$ cat src/net_pkg.sv
// shared widths, id types and channel packets for the L2 to directory network
// modules pull this in by wildcard import, ports use scoped names
`default_nettype none

package net_pkg;

  localparam int NID_W  = 2;  // four L2 ports
  localparam int NUM_DR = 2;  // directories, fixed

  typedef logic [NID_W-1:0]          node_id_t;
  typedef logic [$clog2(NUM_DR)-1:0] dr_id_t;
  typedef logic [3:0]                l2_tag_t;
  typedef logic [31:0]               paddr_t;
  typedef logic [63:0]               line_t;
  typedef logic [2:0]                cmd_t;

  // nid and drid lead every packet so the switch finds drid in one place
  typedef struct packed {
    node_id_t nid;
    dr_id_t   drid;
    l2_tag_t  l2id;
    cmd_t     cmd;
    paddr_t   paddr;
  } l2todr_req_t;

  typedef struct packed {
    node_id_t nid;
    dr_id_t   drid;
    l2_tag_t  l2id;
    paddr_t   paddr;
    line_t    line;
  } l2todr_disp_t;

  // nid is the destination L2, drid the sending directory
  typedef struct packed {
    node_id_t nid;
    dr_id_t   drid;
    l2_tag_t  l2id;
    paddr_t   paddr;
    line_t    line;
  } drtol2_snack_t;

endpackage

`default_nettype wire

$ cat src/net_rr_arbiter.sv
// round-robin grant for requesters competing for one destination
// grant is combinational, the pointer moves past the winner on advance
`default_nettype none
`timescale 1ns/10ps

module net_rr_arbiter #(
  parameter int N = 4
) (
  input  logic         clk,
  input  logic         rst_n,
  input  logic [N-1:0] req,
  input  logic         advance,  // granted packet moved this edge
  output logic [N-1:0] grant
);

  localparam int PTR_W = (N > 1) ? $clog2(N) : 1;

  typedef logic [PTR_W-1:0] ptr_t;

  ptr_t ptr;       // highest priority requester
  ptr_t win_idx;
  ptr_t next_ptr;

  // first active request at or after ptr, wrapping
  always_comb begin
    int   idx;
    logic found;
    grant   = '0;
    win_idx = ptr;
    found   = 1'b0;
    for (int k = 0; k < N; k++) begin
      idx = int'(ptr) + k;
      if (idx >= N) idx = idx - N;
      if (!found && req[idx]) begin
        grant[idx] = 1'b1;
        win_idx    = ptr_t'(idx);
        found      = 1'b1;
      end
    end
  end

  assign next_ptr = (int'(win_idx) == N - 1) ? '0 : win_idx + ptr_t'(1);

  always_ff @(posedge clk) begin
    if (!rst_n) begin
      ptr <= '0;
    end else if (advance) begin
      ptr <= next_ptr;  // one past the winner
    end
  end

endmodule

`default_nettype wire

$ cat src/net_out_buffer.sv
// two-entry queue in front of one destination
// writes when in_valid and not full, presents its head while not empty,
// and pops on valid with retry low; push and pop may share a cycle
`default_nettype none
`timescale 1ns/10ps

module net_out_buffer #(
  parameter type pkt_t = net_pkg::l2todr_req_t
) (
  input  logic clk,
  input  logic rst_n,
  input  logic in_valid,
  output logic in_full,
  input  pkt_t in_pkt,
  output logic out_valid,
  input  logic out_retry,
  output pkt_t out_pkt
);

  pkt_t       mem [2];
  logic       wr_ptr;
  logic       rd_ptr;
  logic [1:0] count;   // 0..2 entries
  logic       push;
  logic       pop;

  assign in_full   = (count == 2'd2);
  assign out_valid = (count != 2'd0);
  assign out_pkt   = mem[rd_ptr];  // held stable while retried

  assign push = in_valid && !in_full;
  assign pop  = out_valid && !out_retry;

  always_ff @(posedge clk) begin
    if (!rst_n) begin
      wr_ptr <= 1'b0;
      rd_ptr <= 1'b0;
      count  <= 2'd0;
    end else begin
      if (push) begin
        wr_ptr <= ~wr_ptr;
      end
      if (pop) begin
        rd_ptr <= ~rd_ptr;
      end
      case ({push, pop})
        2'b10:   count <= count + 2'd1;
        2'b01:   count <= count - 2'd1;
        default: count <= count;  // idle or pass-through
      endcase
    end
  end

  // payload storage
  always_ff @(posedge clk) begin
    if (push) begin
      mem[wr_ptr] <= in_pkt;
    end
  end

endmodule

`default_nettype wire

$ cat src/net_l2todr_switch.sv
// routes one L2 to directory channel by the packet's drid
// one arbiter and one output buffer per directory; used for both
// requests and displacements since drid sits at the same spot in both
`default_nettype none
`timescale 1ns/10ps

module net_l2todr_switch #(
  parameter int  NUM_SRC = 4,
  parameter type pkt_t   = net_pkg::l2todr_req_t
) (
  input  logic                       clk,
  input  logic                       rst_n,
  input  logic [NUM_SRC-1:0]         src_valid,
  output logic [NUM_SRC-1:0]         src_retry,
  input  pkt_t                       src_pkt [NUM_SRC],
  output logic [net_pkg::NUM_DR-1:0] dr_valid,
  input  logic [net_pkg::NUM_DR-1:0] dr_retry,
  output pkt_t                       dr_pkt [net_pkg::NUM_DR]
);

  import net_pkg::*;

  logic [NUM_SRC-1:0] dr_req   [NUM_DR];
  logic [NUM_SRC-1:0] dr_grant [NUM_DR];
  logic [NUM_DR-1:0]  dr_full;

  // split source valids by target directory
  always_comb begin
    for (int d = 0; d < NUM_DR; d++) begin
      for (int i = 0; i < NUM_SRC; i++) begin
        dr_req[d][i] = src_valid[i] && (src_pkt[i].drid == dr_id_t'(d));
      end
    end
  end

  for (genvar d = 0; d < NUM_DR; d++) begin : g_dr
    logic push;     // winner moves into the buffer
    pkt_t win_pkt;

    assign push = |dr_grant[d] && !dr_full[d];

    always_comb begin
      win_pkt = src_pkt[0];
      for (int i = 0; i < NUM_SRC; i++) begin
        if (dr_grant[d][i]) win_pkt = src_pkt[i];
      end
    end

    net_rr_arbiter #(
      .N(NUM_SRC)
    ) u_arb (
      .clk,
      .rst_n,
      .req     (dr_req[d]),
      .advance (push),
      .grant   (dr_grant[d])
    );

    net_out_buffer #(
      .pkt_t(pkt_t)
    ) u_buf (
      .clk,
      .rst_n,
      .in_valid  (|dr_grant[d]),
      .in_full   (dr_full[d]),
      .in_pkt    (win_pkt),
      .out_valid (dr_valid[d]),
      .out_retry (dr_retry[d]),
      .out_pkt   (dr_pkt[d])
    );
  end

  // a source is released only when it wins at a directory with room
  always_comb begin
    for (int i = 0; i < NUM_SRC; i++) begin
      src_retry[i] = 1'b1;
      for (int d = 0; d < NUM_DR; d++) begin
        if (dr_grant[d][i] && !dr_full[d]) src_retry[i] = 1'b0;
      end
    end
  end

endmodule

`default_nettype wire

$ cat src/net_snack_router.sv
// routes directory snoop/ack responses to the L2 ports by destination nid
// per node a two-way arbiter picks a directory and a buffer drives the L2
`default_nettype none
`timescale 1ns/10ps

module net_snack_router #(
  parameter int NUM_SRC = 4
) (
  input  logic                       clk,
  input  logic                       rst_n,
  input  logic [net_pkg::NUM_DR-1:0] dr_valid,
  output logic [net_pkg::NUM_DR-1:0] dr_retry,
  input  net_pkg::drtol2_snack_t     dr_snack [net_pkg::NUM_DR],
  output logic [NUM_SRC-1:0]         l2_valid,
  input  logic [NUM_SRC-1:0]         l2_retry,
  output net_pkg::drtol2_snack_t     l2_snack [NUM_SRC]
);

  import net_pkg::*;

  logic [NUM_DR-1:0]  node_req   [NUM_SRC];
  logic [NUM_DR-1:0]  node_grant [NUM_SRC];
  logic [NUM_SRC-1:0] node_full;

  // nid decode per directory
  always_comb begin
    for (int n = 0; n < NUM_SRC; n++) begin
      for (int d = 0; d < NUM_DR; d++) begin
        node_req[n][d] = dr_valid[d] && (dr_snack[d].nid == node_id_t'(n));
      end
    end
  end

  for (genvar n = 0; n < NUM_SRC; n++) begin : g_node
    logic          push;
    drtol2_snack_t win_snack;

    assign push = |node_grant[n] && !node_full[n];

    always_comb begin
      win_snack = dr_snack[0];
      for (int d = 0; d < NUM_DR; d++) begin
        if (node_grant[n][d]) win_snack = dr_snack[d];
      end
    end

    net_rr_arbiter #(
      .N(NUM_DR)
    ) u_arb (
      .clk,
      .rst_n,
      .req     (node_req[n]),
      .advance (push),
      .grant   (node_grant[n])
    );

    net_out_buffer #(
      .pkt_t(drtol2_snack_t)
    ) u_buf (
      .clk,
      .rst_n,
      .in_valid  (|node_grant[n]),
      .in_full   (node_full[n]),
      .in_pkt    (win_snack),
      .out_valid (l2_valid[n]),
      .out_retry (l2_retry[n]),
      .out_pkt   (l2_snack[n])
    );
  end

  // nid beyond NUM_SRC never wins, so that directory stays in retry
  always_comb begin
    for (int d = 0; d < NUM_DR; d++) begin
      dr_retry[d] = 1'b1;
      for (int n = 0; n < NUM_SRC; n++) begin
        if (node_grant[n][d] && !node_full[n]) dr_retry[d] = 1'b0;
      end
    end
  end

endmodule

`default_nettype wire

$ cat src/net_2core2dr.sv
// interconnect between the L2 ports of a two-core system and two directories
// requests and displacements go out by drid, snacks come back by nid
// source order is c0 L2I, c0 L2D, c1 L2I, c1 L2D (node id 0..3)
`default_nettype none
`timescale 1ns/10ps

module net_2core2dr #(
  parameter int NUM_SRC = 4
) (
  input  logic                       clk,
  input  logic                       rst_n,

  // requests, L2 side
  input  logic [NUM_SRC-1:0]         l2todr_req_valid,
  output logic [NUM_SRC-1:0]         l2todr_req_retry,
  input  net_pkg::l2todr_req_t       l2todr_req [NUM_SRC],
  // requests, directory side
  output logic [net_pkg::NUM_DR-1:0] dr_req_valid,
  input  logic [net_pkg::NUM_DR-1:0] dr_req_retry,
  output net_pkg::l2todr_req_t       dr_req [net_pkg::NUM_DR],

  // displacements, L2 side
  input  logic [NUM_SRC-1:0]         l2todr_disp_valid,
  output logic [NUM_SRC-1:0]         l2todr_disp_retry,
  input  net_pkg::l2todr_disp_t      l2todr_disp [NUM_SRC],
  // displacements, directory side
  output logic [net_pkg::NUM_DR-1:0] dr_disp_valid,
  input  logic [net_pkg::NUM_DR-1:0] dr_disp_retry,
  output net_pkg::l2todr_disp_t      dr_disp [net_pkg::NUM_DR],

  // snacks, directory side
  input  logic [net_pkg::NUM_DR-1:0] dr_snack_valid,
  output logic [net_pkg::NUM_DR-1:0] dr_snack_retry,
  input  net_pkg::drtol2_snack_t     dr_snack [net_pkg::NUM_DR],
  // snacks, L2 side
  output logic [NUM_SRC-1:0]         l2_snack_valid,
  input  logic [NUM_SRC-1:0]         l2_snack_retry,
  output net_pkg::drtol2_snack_t     l2_snack [NUM_SRC]
);

  // towards directory
  net_l2todr_switch #(
    .NUM_SRC (NUM_SRC),
    .pkt_t   (net_pkg::l2todr_req_t)
  ) u_req_switch (
    .clk,
    .rst_n,
    .src_valid (l2todr_req_valid),
    .src_retry (l2todr_req_retry),
    .src_pkt   (l2todr_req),
    .dr_valid  (dr_req_valid),
    .dr_retry  (dr_req_retry),
    .dr_pkt    (dr_req)
  );

  net_l2todr_switch #(
    .NUM_SRC (NUM_SRC),
    .pkt_t   (net_pkg::l2todr_disp_t)
  ) u_disp_switch (
    .clk,
    .rst_n,
    .src_valid (l2todr_disp_valid),
    .src_retry (l2todr_disp_retry),
    .src_pkt   (l2todr_disp),
    .dr_valid  (dr_disp_valid),
    .dr_retry  (dr_disp_retry),
    .dr_pkt    (dr_disp)
  );

  // towards L2
  net_snack_router #(
    .NUM_SRC(NUM_SRC)
  ) u_snack_router (
    .clk,
    .rst_n,
    .dr_valid (dr_snack_valid),
    .dr_retry (dr_snack_retry),
    .dr_snack (dr_snack),
    .l2_valid (l2_snack_valid),
    .l2_retry (l2_snack_retry),
    .l2_snack (l2_snack)
  );

endmodule

`default_nettype wire

$ cat config.mk
export PLATFORM = sky130hd
export DESIGN_NAME = net_2core2dr
export DESIGN_NICKNAME = d
export VERILOG_FILES = /design/src/net_pkg.sv /design/src/net_rr_arbiter.sv /design/src/net_out_buffer.sv /design/src/net_l2todr_switch.sv /design/src/net_snack_router.sv /design/src/net_2core2dr.sv
export SDC_FILE = /design/constraint.sdc
export NUM_CORES = 2
export LEC_CHECK = 0
export ABC_AREA = 1
export BUFFER_PORTS_ARGS = -buffer_cell sky130_fd_sc_hd__buf_2
export CORE_AREA = 2 2 594 596
export CTS_CLUSTER_DIAMETER = 100
export DETAILED_ROUTE_END_ITERATION = 8
export DIE_AREA = 0 0 596 598
export HOLD_SLACK_MARGIN = 0.06
export PLACE_DENSITY = 0.44
export SYNTH_ARGS = -nofsm -noshare
export SYNTH_HDL_FRONTEND = slang
export SYNTH_SLANG_ARGS = --single-unit
$ cat constraint.sdc
create_clock -name clk -period 8.2 [get_ports clk]
set_input_delay 1.64 -clock clk [delete_from_list [all_inputs] [get_ports clk]]
set_output_delay 1.64 -clock clk [all_outputs]
set_load 0.01 [all_outputs]
After elaboration in Yosys (flattened, before gate mapping)

Memories as Yosys holds them, arrays and structs flattened. A register that Yosys moved wholly into a read port is not among the register bits.
Index checks and enable logic that the tools add are counted.

$add $sub $neg: 64
Order comparisons: 72
Equal/unequal tests: 34
Mux-type cells: 296
Bitwise logic cells: 40
Reductions and logical operators: 162

Operators by type and width:

| kind                                                                          | count |
|---|---|
| 103-bit 2-to-1 mux                                                            | 10 |
| 32-bit by 1-bit >= comparator with 1-bit output, second input constant        | 24 |
| 32-bit 2-to-1 mux                                                             | 24 |
| 32-bit by 4-bit less-than comparator with 1-bit output, second input constant | 16 |
| 32-bit by 3-bit less-than comparator with 1-bit output, second input constant | 8 |
| 42-bit 2-to-1 mux                                                             | 6 |
| 1-bit 2-to-1 mux                                                              | 164 |
| 1-bit logical AND                                                             | 104 |
| 4-bit 2-to-1 mux                                                              | 16 |
| 2-bit 2-to-1 mux                                                              | 28 |
| 4-bit bitwise OR                                                              | 12 |
| 3-bit by 3-bit subtractor with 4-bit output, second input constant            | 12 |
| 2-bit == test, second input constant                                          | 20 |
| 3-bit >= comparator, second input constant                                    | 12 |
| 1-bit binary-select mux with 2-bit select                                     | 16 |
| 1-bit demux with 2-bit select                                                 | 16 |
| 1-bit zero test                                                               | 32 |
| 2-bit one-hot mux with 2 select lines                                         | 8 |
| 2-bit nonzero test                                                            | 16 |
| 2-bit by 1-bit == test with 1-bit output, second input constant               | 14 |
| 2-bit by 1-bit adder with 2-bit output, second input constant                 | 12 |
| 2-bit by 2-bit adder with 3-bit output, second input constant                 | 8 |
| 1-bit inverter                                                                | 24 |
| 4-bit OR reduction                                                            | 4 |
| other kinds (14)                                                              | 62 |

Flip-flop bits (word level): 44
Memory bits (writable): 1404
Bits of input ports: 806
Output and inout bits: 720
Logic and storage cells: 708
Memories: 8

Memories:

| memory                             | depth | bits a word | read ports | clocked after memory_dff | wr ports | line                 | source |
|---|---|---|---|---|---|---|---|
| u_disp_switch.g_dr[0].u_buf.mem    | 2     | 103         | 1          | 1                        | 1        | net_out_buffer.sv:20 | `pkt_t mem [2];` |
| u_disp_switch.g_dr[1].u_buf.mem    | 2     | 103         | 1          | 1                        | 1        | net_out_buffer.sv:20 |  |
| u_snack_router.g_node[0].u_buf.mem | 2     | 103         | 1          | 1                        | 1        | net_out_buffer.sv:20 |  |
| u_snack_router.g_node[1].u_buf.mem | 2     | 103         | 1          | 1                        | 1        | net_out_buffer.sv:20 |  |
| u_snack_router.g_node[2].u_buf.mem | 2     | 103         | 1          | 1                        | 1        | net_out_buffer.sv:20 |  |
| u_snack_router.g_node[3].u_buf.mem | 2     | 103         | 1          | 1                        | 1        | net_out_buffer.sv:20 |  |
| 2 more memories                    | n/a   | n/a         | n/a        | n/a                      | n/a      | n/a                  |  |

Longest topological paths before layout

Depth after elaboration: 19
Mapped depth: 20
Gate-level depth less buffers: 18

Hierarchy

Synthesis repeated with hierarchy kept, for this count alone.

Cell total of the unflattened synthesis: 6865
Area, all modules: 73040.1 sq um

Modules (own cells, without submodules):

| module                                              | times used | cells an instance | area an instance (sq um) | seq. area each (sq um) |
|---|---|---|---|---|
| net_out_buffer (u_disp_switch.g_dr[0].u_buf ...)    | 6          | 358               | 7689.9                   | 6286.0 |
| net_l2todr_switch (u_disp_switch)                   | 1          | 2034              | 8531.9                   | 0.0 |
| net_out_buffer (u_req_switch.g_dr[0].u_buf ...)     | 2          | 169               | 3485.8                   | 2622.5 |
| net_snack_router                                    | 1          | 1057              | 5068.6                   | 0.0 |
| net_l2todr_switch (u_req_switch)                    | 1          | 852               | 3626.0                   | 0.0 |
| net_rr_arbiter (u_disp_switch.g_dr[0].u_arb ...)    | 3          | 100               | 613.1                    | 40.0 |
| net_rr_arbiter (u_req_switch.g_dr[1].u_arb)         | 1          | 92                | 608.1                    | 40.0 |
| net_rr_arbiter (u_snack_router.g_node[0].u_arb ...) | 4          | 11                | 63.8                     | 20.0 |

Worst setup path after synthesis

OpenSTA, ideal clock, no wires.

Kind: input -> register
Start point: input l2todr_disp[306] in the netlist's numbering
End point: memory u_disp_switch.g_dr[0].u_buf.mem[0][0] in the netlist's numbering, enable pin
Library setup time: 0.565 ns
Arrival: 7.142 ns
Required time: 7.635 ns
Path slack: 0.493 ns
Stages: 14
Buffers on the path: 2
Path through: inv_1 nand3_1 nand3_1 nand2_1 nand2_1 nor2_4 nand2_1 nand3b_1 buf_4 buf_6 nor2_2 nand2_2 nand2_1 nor2_1

Word-level cells in the longest chain between the ends: 19
Elaborated cells between the ends (all ways): 34
Classes of those cells: mux: 21; bitwise: 4; reduce/logical: 9

RTL lines:

| item                                                | line                    | source |
|---|---|---|
| from (decl)                                         | net_2core2dr.sv:25      | `input net_pkg::l2todr_disp_t l2todr_disp [NUM_SRC],` |
| 1-bit inverter (*)                                  | net_l2todr_switch.sv:31 | `dr_req[d][i] = src_valid[i] && (src_pkt[i].drid == dr_id_t'(d));` |
| 1-bit logical AND (*)                               | net_l2todr_switch.sv:31 |  |
| 1-bit binary-select mux with 2-bit select           | net_rr_arbiter.sv:34    | `if (!found && req[idx]) begin` |
| 1-bit 2-to-1 mux (implied by the code) (2 in a row) | net_rr_arbiter.sv:34    |  |
| 1-bit 2-to-1 mux                                    | net_rr_arbiter.sv:34    |  |
| 1-bit zero test                                     | net_rr_arbiter.sv:34    |  |
| 1-bit logical AND                                   | net_rr_arbiter.sv:34    |  |
| 1-bit 2-to-1 mux                                    | net_rr_arbiter.sv:34    |  |
| [... 2 more ...]                                    | n/a                     |  |
| 1-bit 2-to-1 mux                                    | net_rr_arbiter.sv:34    |  |
| 1-bit zero test                                     | net_rr_arbiter.sv:34    |  |
| 1-bit logical AND                                   | net_rr_arbiter.sv:34    |  |
| 4-bit 2-to-1 mux (*)                                | net_rr_arbiter.sv:34    |  |
| 4-bit OR reduction (*)                              | net_l2todr_switch.sv:64 | `.in_valid (\|dr_grant[d]),` |
| 1-bit logical AND (*)                               | net_out_buffer.sv:31    | `assign push = in_valid && !in_full;` |
| 1-bit 2-to-1 mux (*)                                | net_out_buffer.sv:56    | `if (push) begin` |
| 1-bit 2-to-1 mux (implied by the code) (*)          | net_out_buffer.sv:57    | `mem[wr_ptr] <= in_pkt;` |
| to (decl)                                           | net_out_buffer.sv:20    |  |

Every way passes the cells marked *; elsewhere a longest branch is shown, timed or not. The select of a mux whose other input is x is not followed.

Final worst setup path

Start point: register u_disp_switch.g_dr[1].u_arb.ptr[1]
End point: output l2todr_disp_retry[2]

Word-level cells in the longest chain between the ends: 17
Elaborated cells between the ends (all ways): 65
Classes of those cells: add/sub: 7; order compare: 12; mux: 32; bitwise: 3; reduce/logical: 11

RTL lines:

| item                                                                                                     | line                    | source |
|---|---|---|
| from (decl)                                                                                              | net_rr_arbiter.sv:20    | `ptr_t ptr;` |
| from (signal assigned)                                                                                   | net_rr_arbiter.sv:48    | `ptr <= next_ptr;` |
| parallel branches: the longest is 14 deep, another holds 32-bit by 1-bit >= comparator with 1-bit output | n/a                     |  |
| 4-bit 2-to-1 mux (*)                                                                                     | net_rr_arbiter.sv:34    |  |
| 1-bit logical AND (*)                                                                                    | net_l2todr_switch.sv:78 | `if (dr_grant[d][i] && !dr_full[d]) src_retry[i] = 1'b0;` |
| 1-bit 2-to-1 mux (*)                                                                                     | net_l2todr_switch.sv:78 |  |
| to (decl)                                                                                                | net_2core2dr.sv:24      | `output logic [NUM_SRC-1:0] l2todr_disp_retry,` |

Mark *: on every way between the ends. The select of a mux whose other input is x is not followed.

==> metrics.txt <==
# TYPE chip_impl_metric gauge
chip_impl_metric{name="finalHoldViolations",unit=""} 0
chip_impl_info{name="cp_slowest_cell",value="sky130_fd_sc_hd__o21ai_1"} 1
chip_impl_metric{name="finalClockSkew",unit="ps"} 91.2
chip_impl_metric{name="final_net_count",unit=""} 7979
chip_impl_metric{name="cts-hold-fix-buffers",unit=""} 0
chip_impl_info{name="rsz0062_at_grt",value="false"} 1
chip_impl_info{name="layout.cells.most_common_list",value="sky130_fd_sc_hd__buf_2 (1525), sky130_fd_sc_hd__edfxtp_1 (1404), sky130_fd_sc_hd__a21oi_1 (933)"} 1
chip_impl_metric{name="cpPeakStageDelay",unit="ps"} 930
chip_impl_info{name="path_class",value="reg2out"} 1
chip_impl_metric{name="post_cts_resize_count",unit=""} 0
chip_impl_metric{name="area_added_between_synthesis_and_finish",unit="%"} 27.8
chip_impl_metric{name="htree_levels",unit=""} 4
chip_impl_metric{name="leakage",unit="nW"} 32.5
chip_impl_metric{name="period_needed",unit="ps"} 6500
chip_impl_metric{name="grt_pass1_wl",unit="microns"} 443000
chip_impl_metric{name="final_min_period_over_clock_period",unit="%"} 79.3
chip_impl_info{name="cts_tree",value="yes"} 1
chip_impl_metric{name="std_cell_rows",unit=""} 218
chip_impl_metric{name="share_seq_of_total_power",unit="%"} 35.3
chip_impl_info{name="synth_top_flop_cell",value="sky130_fd_sc_hd__edfxtp_1"} 1
chip_impl_metric{name="r2r.worst_path.cells",unit=""} 15
chip_impl_info{name="critPathMostFrequentCell",value="sky130_fd_sc_hd__inv_1"} 1
chip_impl_info{name="end_kind",value="output pin"} 1
chip_impl_metric{name="die_w",unit="microns"} 596
chip_impl_metric{name="slew_headroom",unit="%"} 8.97
chip_impl_metric{name="finalWeightedCongestion",unit=""} 0.902
chip_impl_metric{name="internal_power",unit="mW"} 20.2
chip_impl_metric{name="worst-endpoint-required",unit="ps"} 6560
chip_impl_info{name="run_status",value="finished, violations left"} 1
chip_impl_metric{name="ir_worst_vdd",unit="mV"} 0.444
chip_impl_metric{name="post-cts-setup-buffers",unit=""} 0
chip_impl_metric{name="post_route_cells_drive_above_1_share",unit="%"} 36.1
chip_impl_metric{name="worstMarginPinSlew",unit="ps"} 1370
chip_impl_metric{name="floorplan.die.height",unit="microns"} 598
chip_impl_info{name="setup.worst_path.start_class",value="flip-flop"} 1
chip_impl_metric{name="clock_share_of_power",unit="%"} 23.9
chip_impl_metric{name="netlist_instances",unit=""} 5711
chip_impl_metric{name="overflow",unit=""} 0
chip_impl_metric{name="synth_enable_flop_cells",unit=""} 1404
chip_impl_metric{name="hpwl",unit="microns"} 251000
chip_impl_metric{name="timing.reg2reg.setup_slack",unit="ps"} 3280
chip_impl_metric{name="setup_viol_count_final",unit=""} 0
chip_impl_metric{name="wl_per_cell",unit="microns"} 28.1
chip_impl_metric{name="starting_utilization_of_the_core_area",unit="%"} 19.3
chip_impl_metric{name="stdcell_count",unit=""} 12003
chip_impl_info{name="layout.cells.most_common",value="sky130_fd_sc_hd__buf_2"} 1
chip_impl_metric{name="drt-vias-per-instance",unit=""} 4.48
chip_impl_metric{name="place_inst",unit=""} 11567
chip_impl_metric{name="drtPass1Iterations",unit=""} 9
chip_impl_metric{name="yosysWarnings",unit=""} 0
chip_impl_metric{name="netlist_area",unit="sq um"} 67600
chip_impl_metric{name="p_sw",unit="mW"} 13.8
chip_impl_metric{name="top_level_ports",unit=""} 1526
chip_impl_metric{name="share_of_synthesized_flip_flops_with_an_asynchronous_set_or_reset",unit="%"} 0
chip_impl_metric{name="synth.yosys.seq_area_share",unit="%"} 63.9
chip_impl_metric{name="synth.net_count",unit=""} 6555
chip_impl_metric{name="slew_viol_final",unit=""} 0
chip_impl_metric{name="clock_latency",unit="ps"} 880
chip_impl_metric{name="final.setup.tns",unit="ps"} 0
chip_impl_metric{name="vias",unit=""} 53803
chip_impl_metric{name="yosys.cell_types.count",unit=""} 34
chip_impl_info{name="timing.critical_path.max_delay_family",value="simple AND/OR/NAND/NOR gates"} 1
chip_impl_info{name="worstHoldStart",value="u_snack_router.g_node[1].u_buf.rd_ptr"} 1
chip_impl_metric{name="hold_path_depth",unit=""} 1
chip_impl_metric{name="comb_power_share",unit="%"} 40.8
chip_impl_metric{name="cellPowerDensity",unit="nW/um^2"} 394
chip_impl_info{name="crit_path_cell_trace",value="inv_1 -> ha_1 -> inv_1 -> nand2_1 -> nand2_2 -> nor2_4 -> nand4_1 -> nand2_8 -> inv_1 -> o21ai_1 -> inv_1 -> buf_2"} 1
chip_impl_metric{name="postRouteWirelength",unit="microns"} 337000
chip_impl_metric{name="syn_area_per_cell",unit="sq um"} 11.8
chip_impl_metric{name="antenna_violations_before_repair",unit=""} 237
chip_impl_metric{name="grt_max_degree",unit=""} 190
chip_impl_info{name="worst_r2r_startpoint",value="u_disp_switch.g_dr[0].u_arb.ptr[0]"} 1
chip_impl_metric{name="numClockSinks",unit=""} 1456
chip_impl_metric{name="cts-buffers-inserted",unit=""} 186
chip_impl_metric{name="port_buffers",unit=""} 1525
chip_impl_info{name="worst_r2r_endpoint",value="u_disp_switch.g_dr[0].u_buf.mem[1][8]"} 1
chip_impl_metric{name="ys_seq_elements",unit=""} 1456
chip_impl_info{name="violations",value="DRC"} 1
chip_impl_metric{name="fp.coreArea",unit="sq um"} 351000
chip_impl_info{name="clockRootBuffer",value="sky130_fd_sc_hd__clkbuf_16"} 1
chip_impl_metric{name="groute.usage.overall",unit="%"} 17.9
chip_impl_metric{name="clockBufferDepth",unit=""} 4
chip_impl_metric{name="crit_arrival",unit="ps"} 4860
chip_impl_metric{name="cts.reportedPaths.clkPinSlew",unit="ps"} 60
chip_impl_metric{name="max_freq",unit="GHz"} 0.154
chip_impl_metric{name="cp_num_buf_inv",unit=""} 5
chip_impl_metric{name="ant_nets",unit=""} 0
chip_impl_metric{name="grt_pass1_vias",unit=""} 51096
chip_impl_info{name="worst_min_delay_path_category",value="reg2reg"} 1
chip_impl_metric{name="max_cap_viol_count",unit=""} 0
chip_impl_metric{name="drc_violation_count_after_routing",unit=""} 1
chip_impl_metric{name="die_area",unit="sq um"} 356000
chip_impl_metric{name="critical_path.max_fanout",unit=""} 81
chip_impl_metric{name="drt_iter0_drc",unit=""} 5508
chip_impl_metric{name="fraction_of_power_spent_switching_nets",unit="%"} 40.5
## worst max path at each step
stage | start | end | cells past startpoint
final | u_disp_switch.g_dr[1].u_arb.ptr[1] | l2todr_disp_retry[2] | 12
after detailed placement | l2todr_disp[409] | l2todr_disp_retry[2] | 12
after CTS | u_disp_switch.g_dr[1].u_arb.ptr[1] | l2todr_disp_retry[2] | 12
after floorplan | l2todr_disp[306] | u_disp_switch.g_dr[0].u_buf.mem[0][0] | 14
after global placement | l2todr_disp[409] | l2todr_disp_retry[2] | 12
after global routing | u_disp_switch.g_dr[1].u_arb.ptr[1] | l2todr_disp_retry[2] | 12
## power groups by stage
| stage | registers, mW | clock network, mW | logic (mW) |
|---|---|---|---|
| after floorplan | 12.1 | 0 | 7.78 |
| after global placement | 12.1 | 0 | 13.7 |
| after detailed placement | 12.1 | 0 | 13.8 |
| after CTS | 12.0 | 8.35 | 13.9 |
| after global routing | 12.1 | 8.61 | 14.8 |
| final | 12.0 | 8.13 | 13.9 |
## cells by family (layout without fill, tap and decap cells)
| kind of cell | after synthesis | in the layout | share of synthesized area [%] |
|---|---|---|---|
| simple gates | 1116 | 1116 | 6.62 |
| compound gates | 1683 | 1683 | 12.5 |
| fa+ha+maj | 38 | 38 | 0.704 |
| buf+inv | 716 | 2283 | 4.51 |
| mux | 702 | 702 | 11.7 |
| other cells | 0 | 105 | 0 |
| flops | 1456 | 1456 | 63.9 |
## through the flow
step	cell area (sq um)	power [mW]	setup WS (ps)	hold slack, ps	util [%]
2_1_floorplan	67600	19.9	493	426	-
3_3_place_gp	80200	25.8	1890	426	22.9
3_5_place_dp	80200	26.0	1900	431	22.9
4_1_cts	86100	34.2	1560	426	24.5
5_1_grt	86200	35.6	1430	477	24.6
6_report	86400	34.0	1700	431	24.6
## synthesized netlist by cell type, drive strengths merged, types with 16 or more instances
cell type | instances | area, sq um
edfxtp | 1404 | 42200
a21oi | 933 | 4670
o21ai | 737 | 3690
mux2 | 702 | 7910
nand2 | 619 | 2340
nor2 | 368 | 1410
inv | 345 | 1310
buf | 206 | 1120
clkbuf | 162 | 608
nand3 | 96 | 510
dfxtp | 52 | 1040
ha | 38 | 475
nand4 | 16 | 100
## layout make-up
class | count | area [sq um]
antenna | 105 | 263
clock buffer | 226 | 4800
clock inverter | 105 | 1120
fill | 37374 | 264000
inverter | 348 | 1330
multi-input combinational | 3539 | 21500
sequential | 1456 | 43200
tap | 4620 | 5780
timing repair buffer | 1604 | 8330
## state kept, by name, summed over array words and instances (netlist names), named ones only
name,flops
u_disp_switch.g_dr.u_buf.mem,412
u_snack_router.g_node.u_buf.rd_ptr,4
u_req_switch.g_dr.u_arb.ptr,4
u_disp_switch.g_dr.u_buf.wr_ptr,2
u_disp_switch.g_dr.u_buf.rd_ptr,2
u_req_switch.g_dr.u_buf.wr_ptr,2
u_snack_router.g_node.u_buf.count,8
u_snack_router.g_node.u_buf.mem,824
u_req_switch.g_dr.u_buf.count,4
u_snack_router.g_node.u_arb.ptr,4
u_snack_router.g_node.u_buf.wr_ptr,4
u_disp_switch.g_dr.u_arb.ptr,4
u_req_switch.g_dr.u_buf.mem,168
u_disp_switch.g_dr.u_buf.count,4
u_req_switch.g_dr.u_buf.rd_ptr,2
## routing by layer
metal	global-route usage, %	wire length, microns
met5	0	369
met4	6.75	13200
met3	5.41	31000
met2	29.1	156000
met1	22.3	136000
Power figures use the tool's default switching activity.
